**config.mk**
```make
export PLATFORM = sky130hd
export DESIGN_NAME = lsu_top
export DESIGN_NICKNAME = d
export VERILOG_FILES = /design/src/hdl/mips_isa_pkg.sv /design/src/hdl/lsu_pkg.sv /design/src/hdl/mem_access_decode.sv /design/src/hdl/byte_enable_gen.sv /design/src/hdl/store_align.sv /design/src/hdl/load_track.sv /design/src/hdl/load_merge.sv /design/src/hdl/lsu_top.sv
export VERILOG_INCLUDE_DIRS = /design/src /design/src/hdl
export SDC_FILE = /design/constraint.sdc
export NUM_CORES = 1
export LEC_CHECK = 0
export BUFFER_PORTS_ARGS = -buffer_cell sky130_fd_sc_hd__buf_2
export CORE_ASPECT_RATIO = 1.25
export CORE_UTILIZATION = 47
export CTS_CLUSTER_SIZE = 24
export DETAILED_ROUTE_END_ITERATION = 10
export PLACE_DENSITY = 0.83
export SLEW_MARGIN = 0
export SYNTH_ARGS = -nofsm -noshare
export SYNTH_HDL_FRONTEND = slang
export SYNTH_SLANG_ARGS = --single-unit
```
**constraint.sdc**
```tcl
create_clock -name clk -period 2.25 [get_ports clk]
set_clock_uncertainty 0.05 [all_clocks]
set_input_delay 0 -clock clk [delete_from_list [all_inputs] [get_ports clk]]
set_output_delay 0 -clock clk [all_outputs]
set_load 0.005 [all_outputs]
```
**src/hdl/lsu_macros.svh**
```systemverilog
`ifndef LSU_MACROS_SVH
`define LSU_MACROS_SVH

// Datapath geometry
`define LSU_DATA_W 32
`define LSU_LANES  4

// Load opcodes
`define OP_LB  6'b100000
`define OP_LH  6'b100001
`define OP_LWL 6'b100010
`define OP_LW  6'b100011
`define OP_LBU 6'b100100
`define OP_LHU 6'b100101
`define OP_LWR 6'b100110

// Store opcodes
`define OP_SB  6'b101000
`define OP_SH  6'b101001
`define OP_SW  6'b101011

`endif

```
**src/hdl/mips_isa_pkg.sv**
```systemverilog
package mips_isa_pkg;

    typedef logic [5:0] mips_op_t;
    typedef logic [4:0] mips_reg_t;

    // Register format, funct decodes the ALU op
    typedef struct packed {
        mips_op_t   op;
        mips_reg_t  rs;
        mips_reg_t  rt;
        mips_reg_t  rd;
        logic [4:0] shamt;
        logic [5:0] funct;
    } mips_r_fmt_t;

    // Immediate format, loads and stores use rs + imm
    typedef struct packed {
        mips_op_t    op;
        mips_reg_t   rs;
        mips_reg_t   rt;
        logic [15:0] imm;
    } mips_i_fmt_t;

    // Same 32-bit word seen through either format
    typedef union packed {
        mips_r_fmt_t r;
        mips_i_fmt_t i;
    } mips_instr_u;

endpackage

```
**src/hdl/lsu_pkg.sv**
```systemverilog
`include "lsu_macros.svh"

package lsu_pkg;

    import mips_isa_pkg::*;

    typedef enum logic [3:0] {
        ACC_NONE,
        ACC_LB,
        ACC_LBU,
        ACC_LH,
        ACC_LHU,
        ACC_LW,
        ACC_LWL,
        ACC_LWR,
        ACC_SB,
        ACC_SH,
        ACC_SW
    } acc_kind_e;

    typedef struct packed {
        acc_kind_e               kind;
        logic [`LSU_DATA_W-1:0]  addr; // Effective byte address
        mips_reg_t               dest;
        logic [`LSU_DATA_W-1:0]  data; // Store data or old rt value
    } acc_t;

    typedef struct packed {
        logic [`LSU_DATA_W-1:0] addr;
        logic [`LSU_LANES-1:0]  byteenable;
        logic                   read;
        logic                   write;
        logic [`LSU_DATA_W-1:0] writedata;
    } mem_req_t;

    typedef struct packed {
        logic                   valid;
        mips_reg_t              dest;
        logic [`LSU_DATA_W-1:0] data;
    } wb_t;

    function automatic logic is_load(acc_kind_e kind);
        return kind inside {ACC_LB, ACC_LBU, ACC_LH, ACC_LHU, ACC_LW, ACC_LWL, ACC_LWR};
    endfunction

    function automatic logic is_store(acc_kind_e kind);
        return kind inside {ACC_SB, ACC_SH, ACC_SW};
    endfunction

endpackage

```
**src/hdl/mem_access_decode.sv**
```systemverilog
`timescale 1ns/1ps
`include "lsu_macros.svh"

module mem_access_decode
    import mips_isa_pkg::*, lsu_pkg::*;
(
    input  logic                   issue,
    input  mips_instr_u            instr,
    input  logic [`LSU_DATA_W-1:0] base,
    input  logic [`LSU_DATA_W-1:0] rt_value,
    output acc_t                   acc
);

    mips_op_t               op;
    logic [`LSU_DATA_W-1:0] imm_sext;
    acc_kind_e              kind;

    assign op       = instr.r.op;
    assign imm_sext = {{(`LSU_DATA_W - 16){instr.i.imm[15]}}, instr.i.imm};

    always_comb begin
        kind = ACC_NONE;
        if (issue) begin
            case (op)
                `OP_LB:  kind = ACC_LB;
                `OP_LBU: kind = ACC_LBU;
                `OP_LH:  kind = ACC_LH;
                `OP_LHU: kind = ACC_LHU;
                `OP_LW:  kind = ACC_LW;
                `OP_LWL: kind = ACC_LWL;
                `OP_LWR: kind = ACC_LWR;
                `OP_SB:  kind = ACC_SB;
                `OP_SH:  kind = ACC_SH;
                `OP_SW:  kind = ACC_SW;
                default: kind = ACC_NONE; // Not a memory op here
            endcase
        end
    end

    always_comb begin
        acc.kind = kind;
        acc.addr = base + imm_sext;
        acc.dest = instr.i.rt;
        acc.data = rt_value; // Store data, or merge source for LWL/LWR
    end

endmodule

```
**src/hdl/byte_enable_gen.sv**
```systemverilog
`timescale 1ns/1ps
`include "lsu_macros.svh"

module byte_enable_gen
    import lsu_pkg::*;
(
    input  acc_kind_e              kind,
    input  logic [`LSU_DATA_W-1:0] addr,
    output logic [`LSU_DATA_W-1:0] word_addr,
    output logic [`LSU_LANES-1:0]  byteenable,
    output logic [1:0]             offset,
    output logic                   misaligned
);

    assign offset    = addr[1:0];
    assign word_addr = {addr[`LSU_DATA_W-1:2], 2'b00};

    always_comb begin
        byteenable = '0;
        misaligned = 1'b0;
        case (kind)
            ACC_LB, ACC_LBU, ACC_SB: begin
                byteenable = 4'b0001 << offset;
            end
            ACC_LH, ACC_LHU, ACC_SH: begin
                if (offset[0]) begin
                    misaligned = 1'b1; // Odd halfword address
                end else begin
                    byteenable = 4'b0011 << offset;
                end
            end
            ACC_LW, ACC_SW: begin
                if (offset != 2'd0) begin
                    misaligned = 1'b1;
                end else begin
                    byteenable = 4'b1111;
                end
            end
            ACC_LWL: begin
                byteenable = 4'b1111 << offset; // Lanes offset..3
            end
            ACC_LWR: begin
                byteenable = 4'b1111 >> (2'd3 - offset); // Lanes 0..offset
            end
            default: begin
                byteenable = '0;
            end
        endcase
    end

endmodule

```
**src/hdl/store_align.sv**
```systemverilog
`timescale 1ns/1ps
`include "lsu_macros.svh"

module store_align
    import lsu_pkg::*;
(
    input  acc_kind_e              kind,
    input  logic [1:0]             offset,
    input  logic [`LSU_DATA_W-1:0] data,
    output logic [`LSU_DATA_W-1:0] writedata
);

    logic [4:0] shamt;

    assign shamt = {offset, 3'b000}; // Byte offset in bits

    always_comb begin
        case (kind)
            ACC_SB: begin
                writedata = {24'd0, data[7:0]} << shamt;
            end
            ACC_SH: begin
                // Halfword lands in lanes 1:0 or 3:2
                writedata = {16'd0, data[15:0]} << {offset[1], 4'b0000};
            end
            ACC_SW: begin
                writedata = data;
            end
            default: begin
                writedata = '0;
            end
        endcase
    end

endmodule

```
**src/hdl/load_track.sv**
```systemverilog
`timescale 1ns/1ps
`include "lsu_macros.svh"

module load_track
    import lsu_pkg::*;
(
    input  logic       clk,
    input  logic       rst_n,
    input  acc_t       acc,
    input  logic [1:0] offset,
    input  logic       misaligned,
    output logic       pend_valid,
    output acc_t       pend,
    output logic [1:0] pend_offset
);

    logic load_issued;

    assign load_issued = is_load(acc.kind) && !misaligned;

    always_ff @(posedge clk) begin
        if (!rst_n) begin
            pend_valid <= 1'b0;
        end else begin
            pend_valid <= load_issued; // High for exactly the return cycle
        end
    end

    // Payload follows the request every cycle
    always_ff @(posedge clk) begin
        pend        <= acc;
        pend_offset <= offset;
    end

endmodule

```
**src/hdl/load_merge.sv**
```systemverilog
`timescale 1ns/1ps
`include "lsu_macros.svh"

module load_merge
    import lsu_pkg::*;
(
    input  logic                   pend_valid,
    input  acc_t                   pend,
    input  logic [1:0]             pend_offset,
    input  logic [`LSU_DATA_W-1:0] readdata,
    output wb_t                    wb
);

    logic [7:0]             byte_sel;
    logic [15:0]            half_sel;
    logic [`LSU_LANES-1:0]  lane_take;
    logic [`LSU_DATA_W-1:0] merged;

    assign byte_sel = readdata[{pend_offset, 3'b000} +: 8];
    assign half_sel = pend_offset[1] ? readdata[31:16] : readdata[15:0];

    // Lanes taken from memory for the unaligned word loads
    always_comb begin
        case (pend.kind)
            ACC_LWL: lane_take = 4'b1111 << pend_offset;
            ACC_LWR: lane_take = 4'b1111 >> (2'd3 - pend_offset);
            default: lane_take = '0;
        endcase
    end

    always_comb begin
        merged = pend.data; // Old rt value
        for (int k = 0; k < `LSU_LANES; k++) begin
            if (lane_take[k]) begin
                merged[8*k +: 8] = readdata[8*k +: 8];
            end
        end
    end

    always_comb begin
        wb.valid = pend_valid;
        wb.dest  = pend.dest;
        case (pend.kind)
            ACC_LB: begin
                wb.data = {{24{byte_sel[7]}}, byte_sel};
            end
            ACC_LBU: begin
                wb.data = {24'd0, byte_sel};
            end
            ACC_LH: begin
                wb.data = {{16{half_sel[15]}}, half_sel};
            end
            ACC_LHU: begin
                wb.data = {16'd0, half_sel};
            end
            ACC_LW: begin
                wb.data = readdata;
            end
            ACC_LWL, ACC_LWR: begin
                wb.data = merged;
            end
            default: begin
                wb.data = '0;
            end
        endcase
    end

endmodule

```
**src/hdl/lsu_top.sv**
```systemverilog
`timescale 1ns/1ps
`include "lsu_macros.svh"

module lsu_top
    import mips_isa_pkg::*, lsu_pkg::*;
(
    input  logic                   clk,
    input  logic                   rst_n,
    input  logic                   issue,
    input  mips_instr_u            instr,
    input  logic [`LSU_DATA_W-1:0] base,
    input  logic [`LSU_DATA_W-1:0] rt_value,
    input  logic [`LSU_DATA_W-1:0] readdata,
    output mem_req_t               mem_req,
    output wb_t                    wb,
    output logic                   addr_error
);

    acc_t                   acc;
    logic [`LSU_DATA_W-1:0] word_addr;
    logic [`LSU_LANES-1:0]  byteenable;
    logic [1:0]             offset;
    logic                   misaligned;
    logic [`LSU_DATA_W-1:0] writedata;
    logic                   pend_valid;
    acc_t                   pend;
    logic [1:0]             pend_offset;

    mem_access_decode u_decode (
        .issue    (issue),
        .instr    (instr),
        .base     (base),
        .rt_value (rt_value),
        .acc      (acc)
    );

    byte_enable_gen u_be (
        .kind       (acc.kind),
        .addr       (acc.addr),
        .word_addr  (word_addr),
        .byteenable (byteenable),
        .offset     (offset),
        .misaligned (misaligned)
    );

    store_align u_store (
        .kind      (acc.kind),
        .offset    (offset),
        .data      (acc.data),
        .writedata (writedata)
    );

    load_track u_track (
        .clk         (clk),
        .rst_n       (rst_n),
        .acc         (acc),
        .offset      (offset),
        .misaligned  (misaligned),
        .pend_valid  (pend_valid),
        .pend        (pend),
        .pend_offset (pend_offset)
    );

    load_merge u_merge (
        .pend_valid  (pend_valid),
        .pend        (pend),
        .pend_offset (pend_offset),
        .readdata    (readdata),
        .wb          (wb)
    );

    always_comb begin
        mem_req.addr       = word_addr;
        mem_req.byteenable = byteenable;
        mem_req.read       = is_load(acc.kind) && !misaligned;
        mem_req.write      = is_store(acc.kind) && !misaligned; // No strobe on bad address
        mem_req.writedata  = writedata;
    end

    assign addr_error = misaligned;

endmodule

```
* After elaboration in Yosys (flattened, before gate mapping) *
Index checks and enable logic that the tools add are counted.

operators by class
  $add $sub $neg = 3
  equality and inequality tests = 27
  shift-type cells = 9
  muxes and demuxes = 16
  reduce and logical (&&, ||, !) cells = 10

operators by type and width
  cell                 number
  $pmux 32 s6          1
  $pmux 32 s3          1
  $eq 6x6->1 const B   10
  $pmux 4 s10          1
  $add 32x32->32       1
  $eq 4x3->1 const B   8
  $mux 8               4
  $shiftx 32x6->8      1
  $shl 16x5->32        1
  $shl 8x5->32         1
  $pmux 4 s5           1
  $eq 4x2->1 const B   4
  $mux 16              1
  $eq 4x4->1 const B   3
  $mux 4               3
  $eq 4x1->1 const B   2
  $pmux 4 s2           1
  $shl 4x2->4 const A  2
  $shr 4x2->4 const A  2
  $reduce_bool 7->1    1
  $reduce_or 3->1      2
  $reduce_or 2->1      2
  $shl 1x2->4 const A  1
  $shl 2x2->4 const A  1
  other kinds (7)      10

storage, ports and cells
  bits in registers = 44
  input bits = 131
  output and inout bits = 109
  word-level logic and storage cells = 70

* Depth between registers and ports, before layout *
Gate-level depths: netlist of the first run.

  depth in word-level cells = 8
  depth in mapped cells = 10
  mapped depth without buffers = 9

* Modules after synthesis *
A second synthesis of the first run with hierarchy kept.

unflattened totals
  cell total of the unflattened synthesis = 685
  area total of the unflattened synthesis = 5972.0 um2

modules (own cells, without submodules)
  module             instances  cells an instance  area each (um2)  sequential area each (um2)
  mem_access_decode  1          280                2029.4           0.0
  load_track         1          78                 1541.5           1521.5
  load_merge         1          145                1141.1           0.0
  byte_enable_gen    1          89                 621.8            0.0
  store_align        1          89                 609.3            0.0
  lsu_top            1          4                  28.8             0.0

* Least setup slack after synthesis of the first run *
Ideal clock, no wire load.

  path type = input port to flip-flop
  from = input instr[0] in the netlist's numbering
  to = register u_track.pend_valid
  arrival = 1.819 ns
  data required time = 2.140 ns
  path slack = 0.321 ns
  stages on the path = 8
  cells stage by stage = ha_1 fa_1 clkbuf_1 inv_1 a2bb2oi_1 nor2_1 a2111oi_1 and2_1

RTL lines
  element               RTL line          RTL
  from (decl)           lsu_top.sv:10     input mips_instr_u instr,
  to (signal assigned)  load_track.sv:25  pend_valid <= load_issued;
  to (decl)             load_track.sv:12  output logic pend_valid,

==> results.tsv, run 1 <==
stage	metric	value	unit
grt	GRT overflow	0	
job	maxcap violations	0	
power_and_ir_drop	overall power	2.91	mW
floorplan	Top Ports	240	
detailed_routing	drt pass-1 iters	7	
grt	vias in the first global route	5547	
detailed_routing	Routed Antenna Nets	0	
synthesis	sequential share of the synthesized area	0.189	
setup_path	Worst path depth	11	
detailed_routing	Vias	5855	
sta	Final Cycle Share	0.972	
finish	Layout Nets	991	
detailed_routing	Routed WL per cell	19.0	um
sta	fin crit period	2.19	ns
grt	initial antenna violation count	0	
synthesis	post-synthesis async set-or-reset flop share	0	
grt	global-route wire length before repair	27.2	mm
power_and_ir_drop	Gate power share	0.426	
place	routability cong.	0.964	
sta	Slew @ Worst Pin	0.868	ns
finish	share of cells above drive strength 1	0.379	
sta	setup TNS	0	ns
clock_tree	root buf cell	clkbuf_16	
synthesis	Yosys cell types	76	
setup_path	CP Cell Sequence	buf_2, ha_1, fa_2, nand3_1, a21oi_2, o21ai_2, a211oi_2, o211ai_1, nand2_1, o311ai_4, buf_2	
sta	Setup violations, final	0	
floorplan	Row Count	40	
setup_path	largest stage delay on the critical path	0.36	ns
setup_path	Crit path top cell by count	buf_2	
floorplan	Die H	113	um
status	outcome	complete, no violations	
power_and_ir_drop	Clock Power Share	0.282	
setup_path	CP bufs+invs	2	
power_and_ir_drop	internal power	1.92	mW
finish	n_diodes	0	
power_and_ir_drop	Seq pwr share	0.292	
setup_path	CP Launch Point	instr[0]	
power_and_ir_drop	Psw	0.988	mW
floorplan	Chip Width	91.1	um
synthesis	Post-Syn Instances	586	
power_and_ir_drop	Power Density	451	nW/um^2
finish	P&R area growth vs syn	38.3	%
setup_path	worst setup path endpoint	mem_req[58]	
setup_path	CP endpoint kind	output port	
setup_path	Worst setup SP type	input port	
setup_path	CP Data Arrival Time	2.14	ns
setup_path	Setup CP Type	input port to output port	
place	dpl cells	906	
detailed_routing	Via density	6.13	
place	port bufs	232	
floorplan	core area	9610	sq um
sta	Max Clk Rate	457	MHz
power_and_ir_drop	maximum vdd drop	0.000351	V
clock_tree	H-tree depth	2	
setup_path	WP data required	2.20	ns
power_and_ir_drop	Net Sw Frac	0.339	
detailed_routing	DRT Wirelength	18.1	mm
detailed_routing	Remaining DRCs	0	
clock_tree	CTS clk-pin slew, worst paths	0.06	ns
floorplan	starting density of the core	0.486	
detailed_routing	initial drt markers	454	
finish	# fillers	736	
clock_tree	CTS Sinks	44	
sta	Max Slew Vio Count	0	
finish	Finished Layout Cells	955	
synthesis	Primary FF master, synth	dfxtp_1	
grt	largest net degree at the start of global routing	17	
synthesis	Mapped Area	4670	sq um
power_and_ir_drop	leakage	3.19	nW
clock_tree	CTS tree	built	
synthesis	synthesized flop and latch total	44	
synthesis	syn avg cell area	7.96	sq um
floorplan	die area	10300	sq um
setup_path	CP delay by family, top	compound AO/OA/AOI/OAI gates	
min_path	Hold Crit Class	input port to flip-flop	
sta	Slew HR	0.419	
setup_path	largest fanout on the critical path	2	
synthesis	synthesis warning total	0	
synthesis	EDFF count, synth	0	
clock_tree	TritonCTS buffer count	5	
grt	all-layer global routing usage	0.329	
sta	Fin. Hold Viols	0	
setup_path	crit path max-delay cell type	fa_2	
place	Final HPWL DP	13.1	mm
clock_tree	clk buf depth	2	
power by group through the flow:
stage | Clock, mW | Sequential [mW] | Combinational [mW]
after floorplan | 0 | 0.847 | 0.826
after global placement | 0 | 0.860 | 1.08
after detailed placement | 0 | 0.862 | 1.11
after CTS | 0.821 | 0.845 | 1.17
after global routing | 0.854 | 0.852 | 1.33
final | 0.822 | 0.850 | 1.24
registers in the layout, summed over array words and instances, names as in the netlist:
name	cells
u_track.pend_offset	2
u_track.pend	41
u_track.pend_valid	1
through the flow:
step            util  hold slack (ns)  worst slack [ns]  area (sq um)
5_1_grt        0.672           0.0635          -0.00827          6450
4_1_cts        0.659           0.0336            0.0127          6330
3_3_place_gp   0.600           0.0518            0.0548          5770
3_5_place_dp   0.600           0.0543            0.0108          5770
2_1_floorplan      -          -0.0223             0.321          4670
6_report       0.672           0.0296            0.0627          6450
routing by layer:
metal	GRT usage	wire length [um]
met1	0.344	6320
met2	0.613	9010
met4	0.184	991
met5	0	0
met3	0.0667	1800
cells in the final DEF, fill, tap and decap left out, drive strengths merged, types with 3 or more instances in the layout:
cell and instances:
a211o 4, a211oi 8, a21o 12, a21oi 45
a221o 23, a222oi 8, a22o 16, a22oi 7
a31oi 5, and2 18, and3 3, buf 261
clkbuf 6, dfxtp 44, dlygate4sd3 38, ha 31
inv 22, mux2i 16, nand2 40, nand2b 6
nand3 11, nand3b 4, nand4 6, nor2 47
nor2b 7, nor3 16, o2111ai 3, o211ai 17
o21a 5, o21ai 30, o21bai 4, o22ai 3
or3 4, xnor2 15, xor2 13
cells in the mapped netlist (4+ instances only):
library cell | instances | share of area
a211o_1 | 4 | 0.0075
a211oi_1 | 5 | 0.0080
a21o_1 | 11 | 0.018
a21oi_1 | 44 | 0.047
a221o_1 | 23 | 0.049
a222oi_1 | 8 | 0.017
a22o_1 | 16 | 0.030
a22oi_1 | 7 | 0.011
a31oi_1 | 4 | 0.0054
and2_1 | 17 | 0.023
buf_2 | 14 | 0.015
buf_4 | 39 | 0.063
clkbuf_1 | 10 | 0.0080
dfxtp_1 | 44 | 0.19
ha_1 | 31 | 0.083
inv_1 | 21 | 0.017
mux2i_1 | 16 | 0.034
nand2_1 | 39 | 0.031
nand2b_1 | 5 | 0.0067
nand3_1 | 9 | 0.0097
nand3b_1 | 4 | 0.0064
nand4_1 | 6 | 0.0080
nor2_1 | 47 | 0.038
nor2b_1 | 6 | 0.0080
nor3_1 | 13 | 0.014
o211ai_1 | 15 | 0.024
o21a_1 | 5 | 0.0080
o21ai_0 | 23 | 0.025
o21ai_1 | 7 | 0.0075
o21bai_1 | 4 | 0.0064
or3_1 | 4 | 0.0054
xnor2_1 | 15 | 0.028
xor2_1 | 13 | 0.024
cell families (layout without fill, tap and decap cells):
kind of cell | count (synthesis) | in the layout | synth area share
xor+xnor | 28 | 28 | 0.0525
compound gates | 206 | 206 | 0.333
flops | 44 | 44 | 0.189
buf+inv | 87 | 329 | 0.107
other cells | 1 | 2 | 0.000804
fa+ha+maj | 32 | 32 | 0.0874
simple gates | 170 | 170 | 0.192
mux | 18 | 18 | 0.0391
how the worst min path moves through the flow:
| stage | startpoint | to | slack, ns | depth (start not counted) |
|---|---|---|---|---|
| after floorplan | rt_value[0] | u_track.pend[0]$_DFF_P_ | -0.02 | 0 |
| after detailed placement | instr[19] | u_track.pend[35]$_DFF_P_ | 0.05 | 1 |
| after global routing | issue | u_track.pend[71]$_DFF_P_ | 0.06 | 3 |
| final | issue | u_track.pend[71]$_DFF_P_ | 0.03 | 3 |
| after global placement | instr[18] | u_track.pend[34]$_DFF_P_ | 0.05 | 1 |
| after CTS | issue | u_track.pend[71]$_DFF_P_ | 0.03 | 3 |
what timing repair did:
item	4_1_cts	5_1_grt
hold endpoints to repair	38	0
pin swaps	0	6
hold buffers	38	0
gates resized for setup	5	25
setup buffers	0	3
setup endpoints to repair	17	41
layout make-up:
class                      count  area [sq um]  area share
timing repair buffer         299          1760       0.273
sequential                    44           886       0.137
clock buffer                   6           129      0.0200
tap                          126           158      0.0244
inverter                      22          82.6      0.0128
multi-input combinational    456          3400       0.528
clock inverter                 2          35.0     0.00543
Power figures use the tool's default switching activity.
==> run 2: changes to the inputs <==
--- a/config.mk
+++ b/config.mk
@@ -6,9 +6,10 @@
 export SDC_FILE = /design/constraint.sdc
 export NUM_CORES = 1
 export LEC_CHECK = 0
+export ABC_AREA = 1
 export BUFFER_PORTS_ARGS = -buffer_cell sky130_fd_sc_hd__buf_2
 export CORE_ASPECT_RATIO = 1.25
-export CORE_UTILIZATION = 47
+export CORE_UTILIZATION = 49
 export CTS_CLUSTER_SIZE = 24
 export DETAILED_ROUTE_END_ITERATION = 10
 export PLACE_DENSITY = 0.83
==> run 2 against run 1 <==
Worst hold slack better by 0.027 ns. Critical path type is now flip-flop to output port. Worst setup slack better by 0.096 ns. Via count up 13%. Non-clock buffer count down 19. Combinational power about the same. Critical path depth down 3. Largest power group unchanged. Clock power up 5.1%.
==> results.tsv, run 2 <==
stage	metric	value	unit
floorplan	Chip Width	94.6	um
floorplan	Top Ports	240	
clock_tree	post-CTS setup buffers	0	
sta	RSZ-0062 raised after global routing	false	
synthesis	most instantiated library cell after synthesis	nand2_1	
detailed_routing	Via density	5.60	
finish	commonest cells after routing, fill and taps aside	232 x buf_2, 141 x nand2_1, 93 x inv_1, 76 x a21oi_1, 59 x nor2_1	
sta	Max Slew Vio Count	0	
clock_tree	H-tree depth	2	
finish	P&R area growth vs syn	31.1	%
finish	most common cell after layout, fill and taps aside	buf_2	
clock_tree	CTS Sinks	44	
synthesis	Primary FF master, synth	dfxtp_1	
setup_path	Worst setup SP type	flip-flop	
finish	register with the most flip-flops	u_track.pend	
detailed_routing	DRT Wirelength	19.6	mm
synthesis	EDFF count, synth	0	
finish	share of cells above drive strength 1	0.306	
synthesis	synthesized flop and latch total	44	
floorplan	die area	11100	sq um
grt	met2 Use GR	0.595	
power_and_ir_drop	Psw	1.06	mW
grt	met1 track demand over resource	0.361	
clock_tree	root buf cell	clkbuf_16	
synthesis	sequential share of the synthesized area	0.168	
sta	setup TNS	0	ns
synthesis	Post-Syn Instances	821	
finish	max reg flops	41	
detailed_routing	Vias	6622	
floorplan	Row Count	41	
synthesis	post-synthesis async set-or-reset flop share	0	
setup_path	worst setup path endpoint	wb[30]	
grt	largest net degree at the start of global routing	21	
status	outcome	complete, no violations	
sta	Fin. Hold Viols	0	
detailed_routing	drt pass-1 iters	5	
power_and_ir_drop	leakage	3.59	nW
synthesis	Synth Area in Simple Gates	0.284	
power_and_ir_drop	Seq pwr share	0.289	
sta	Max Clk Rate	478	MHz
synthesis	adder-cell share of the synthesized area	0.0776	
floorplan	core area	10300	sq um
place	dpl cells	1135	
floorplan	starting density of the core	0.512	
synthesis	Mapped Area	5260	sq um
synthesis	XOR/XNOR share of the synthesized area	0.0483	
sta	fin crit period	2.09	ns
place	Final HPWL DP	15.1	mm
job	maxcap violations	0	
sta	Final Cycle Share	0.929	
clock_tree	TritonCTS buffer count	5	
place	Placement Cell Area	6260	sq um
grt	vias in the first global route	6368	
grt	GR Util met3	0.0736	
setup_path	CP Data Arrival Time	2.04	ns
min_path	hold wc startpoint	issue	
synthesis	Yosys cell types	52	
synthesis	synthesis warning total	0	
place	routability cong.	1.00	
detailed_routing	Routed WL per cell	16.6	um
detailed_routing	Routed Antenna Nets	0	
synthesis	top post-synthesis cells by count	144 x nand2_1, 94 x inv_1, 76 x a21oi_1	
power_and_ir_drop	overall power	2.92	mW
finish	Finished Cell Area	6890	sq um
sta	Setup violations, final	0	
setup_path	CP Launch Point	u_track.pend_offset[1]$_DFF_P_	
detailed_routing	Remaining DRCs	0	
grt	global-route wire length before repair	30.4	mm
finish	final core occ	0.671	
grt	initial antenna violation count	1	
detailed_routing	initial drt markers	366	
power_and_ir_drop	Clock Power Share	0.296	
grt	GRT overflow	0	
power_and_ir_drop	Power Density	425	nW/um^2
grt	GRT busiest layer	met2	
place	port bufs	232	
power_and_ir_drop	Gate power share	0.415	
setup_path	Setup CP Type	flip-flop to output port	
synthesis	Yosys top cell area share	0.168	
synthesis	largest family of logic cells by synthesized area	simple AND/OR/NAND/NOR gates	
power_and_ir_drop	Net Sw Frac	0.362	
setup_path	WP data required	2.20	ns
synthesis	Synth Area in Compound Gates	0.272	
clock_tree	CTS clk-pin slew, worst paths	0.06	ns
finish	Finished Layout Cells	1183	
clock_tree	clk buf depth	2	
floorplan	Die H	118	um
finish	Layout Nets	1214	
min_path	Hold Crit Class	input port to flip-flop	
grt	all-layer global routing usage	0.347	
synthesis	post-synthesis mux area share	0	
synthesis	syn avg cell area	6.40	sq um
finish	biggest regs	u_track.pend (41), u_track.pend_offset (2), u_track.pend_valid (1)	
finish	# fillers	905	
synthesis	Synth area leader	dfxtp_1	
power_and_ir_drop	maximum vdd drop	0.000287	V
clock_tree	CTS tree	built	
power_and_ir_drop	internal power	1.87	mW
setup_path	CP endpoint kind	output port	
setup_path	largest fanout on the critical path	16	
synthesis	leading post-synthesis cells by cell area	dfxtp_1 17%, nand2_1 10%, ha_1 7.4%	
[run 2: cell type report]
| class | instances | area [sq um] | area share |
|---|---|---|---|
| multi-input combinational | 615 | 3650 | 0.530 |
| timing repair buffer | 280 | 1620 | 0.235 |
| sequential | 44 | 882 | 0.128 |
| inverter | 105 | 397 | 0.0576 |
| tap | 129 | 161 | 0.0234 |
| clock buffer | 6 | 139 | 0.0202 |
| clock inverter | 2 | 38.8 | 0.00563 |
| antenna | 2 | 5.00 | 0.000727 |
[run 2: power groups by stage]
stage / registers (mW) / clock network (mW) / logic (mW)
global route: 0.846 / 0.890 / 1.33
CTS: 0.840 / 0.851 / 1.19
global placement: 0.856 / 0 / 1.12
floorplan: 0.849 / 0 / 0.828
detailed placement: 0.856 / 0 / 1.13
finish: 0.845 / 0.864 / 1.21
[run 2: timing repair]
item	4_1_cts	5_1_grt
endpoints found under the hold margin	38	0
endpoints found under the setup margin	0	31
gates resized for setup	0	16
hold buffers	38	0
[run 2: stage by stage]
stage | setup WS, ns | hold slack [ns]
after global routing | 0.0197 | 0.0914
after CTS | 0.0215 | 0.0481
after detailed placement | 0.197 | 0.0544
after floorplan | 0.541 | -0.0223
after global placement | 0.227 | 0.0522
final | 0.159 | 0.0565
[run 2: critical path, cell delays in order (launching register included)]
cell and delay [ns]:
dfxtp_1 0.44, inv_1 0.22, a21oi_1 0.17, o21ai_0 0.10, nand2_1 0.13, nand2_2 0.16
o21a_4 0.23, o211ai_1 0.14, buf_2 0.16
[run 2: logic make-up after synthesis]
logic type | count (synthesis)
compound gates | 225
fa+ha+maj | 32
other cells | 1
simple gates | 327
xor+xnor | 29
buf+inv | 163
flops | 44
[run 2: worst min path at each step]
stage	slack [ns]	to	cells past startpoint
2_1_floorplan	-0.02	u_track.pend[0]$_DFF_P_	0
3_3_place_gp	0.05	u_track.pend[36]$_DFF_P_	1
3_5_place_dp	0.05	u_track.pend[36]$_DFF_P_	1
4_1_cts	0.05	u_track.pend[71]$_DFF_P_	3
5_1_grt	0.09	u_track.pend[69]$_DFF_P_	3
6_report	0.06	u_track.pend[71]$_DFF_P_	3
[run 2: per-layer routing]
layer / up-vias / routed length [um]
li1: 3220 / -
met1: 2938 / 7060
met2: 358 / 9540
met5: - / 0
met4: 0 / 1490
met3: 106 / 1510
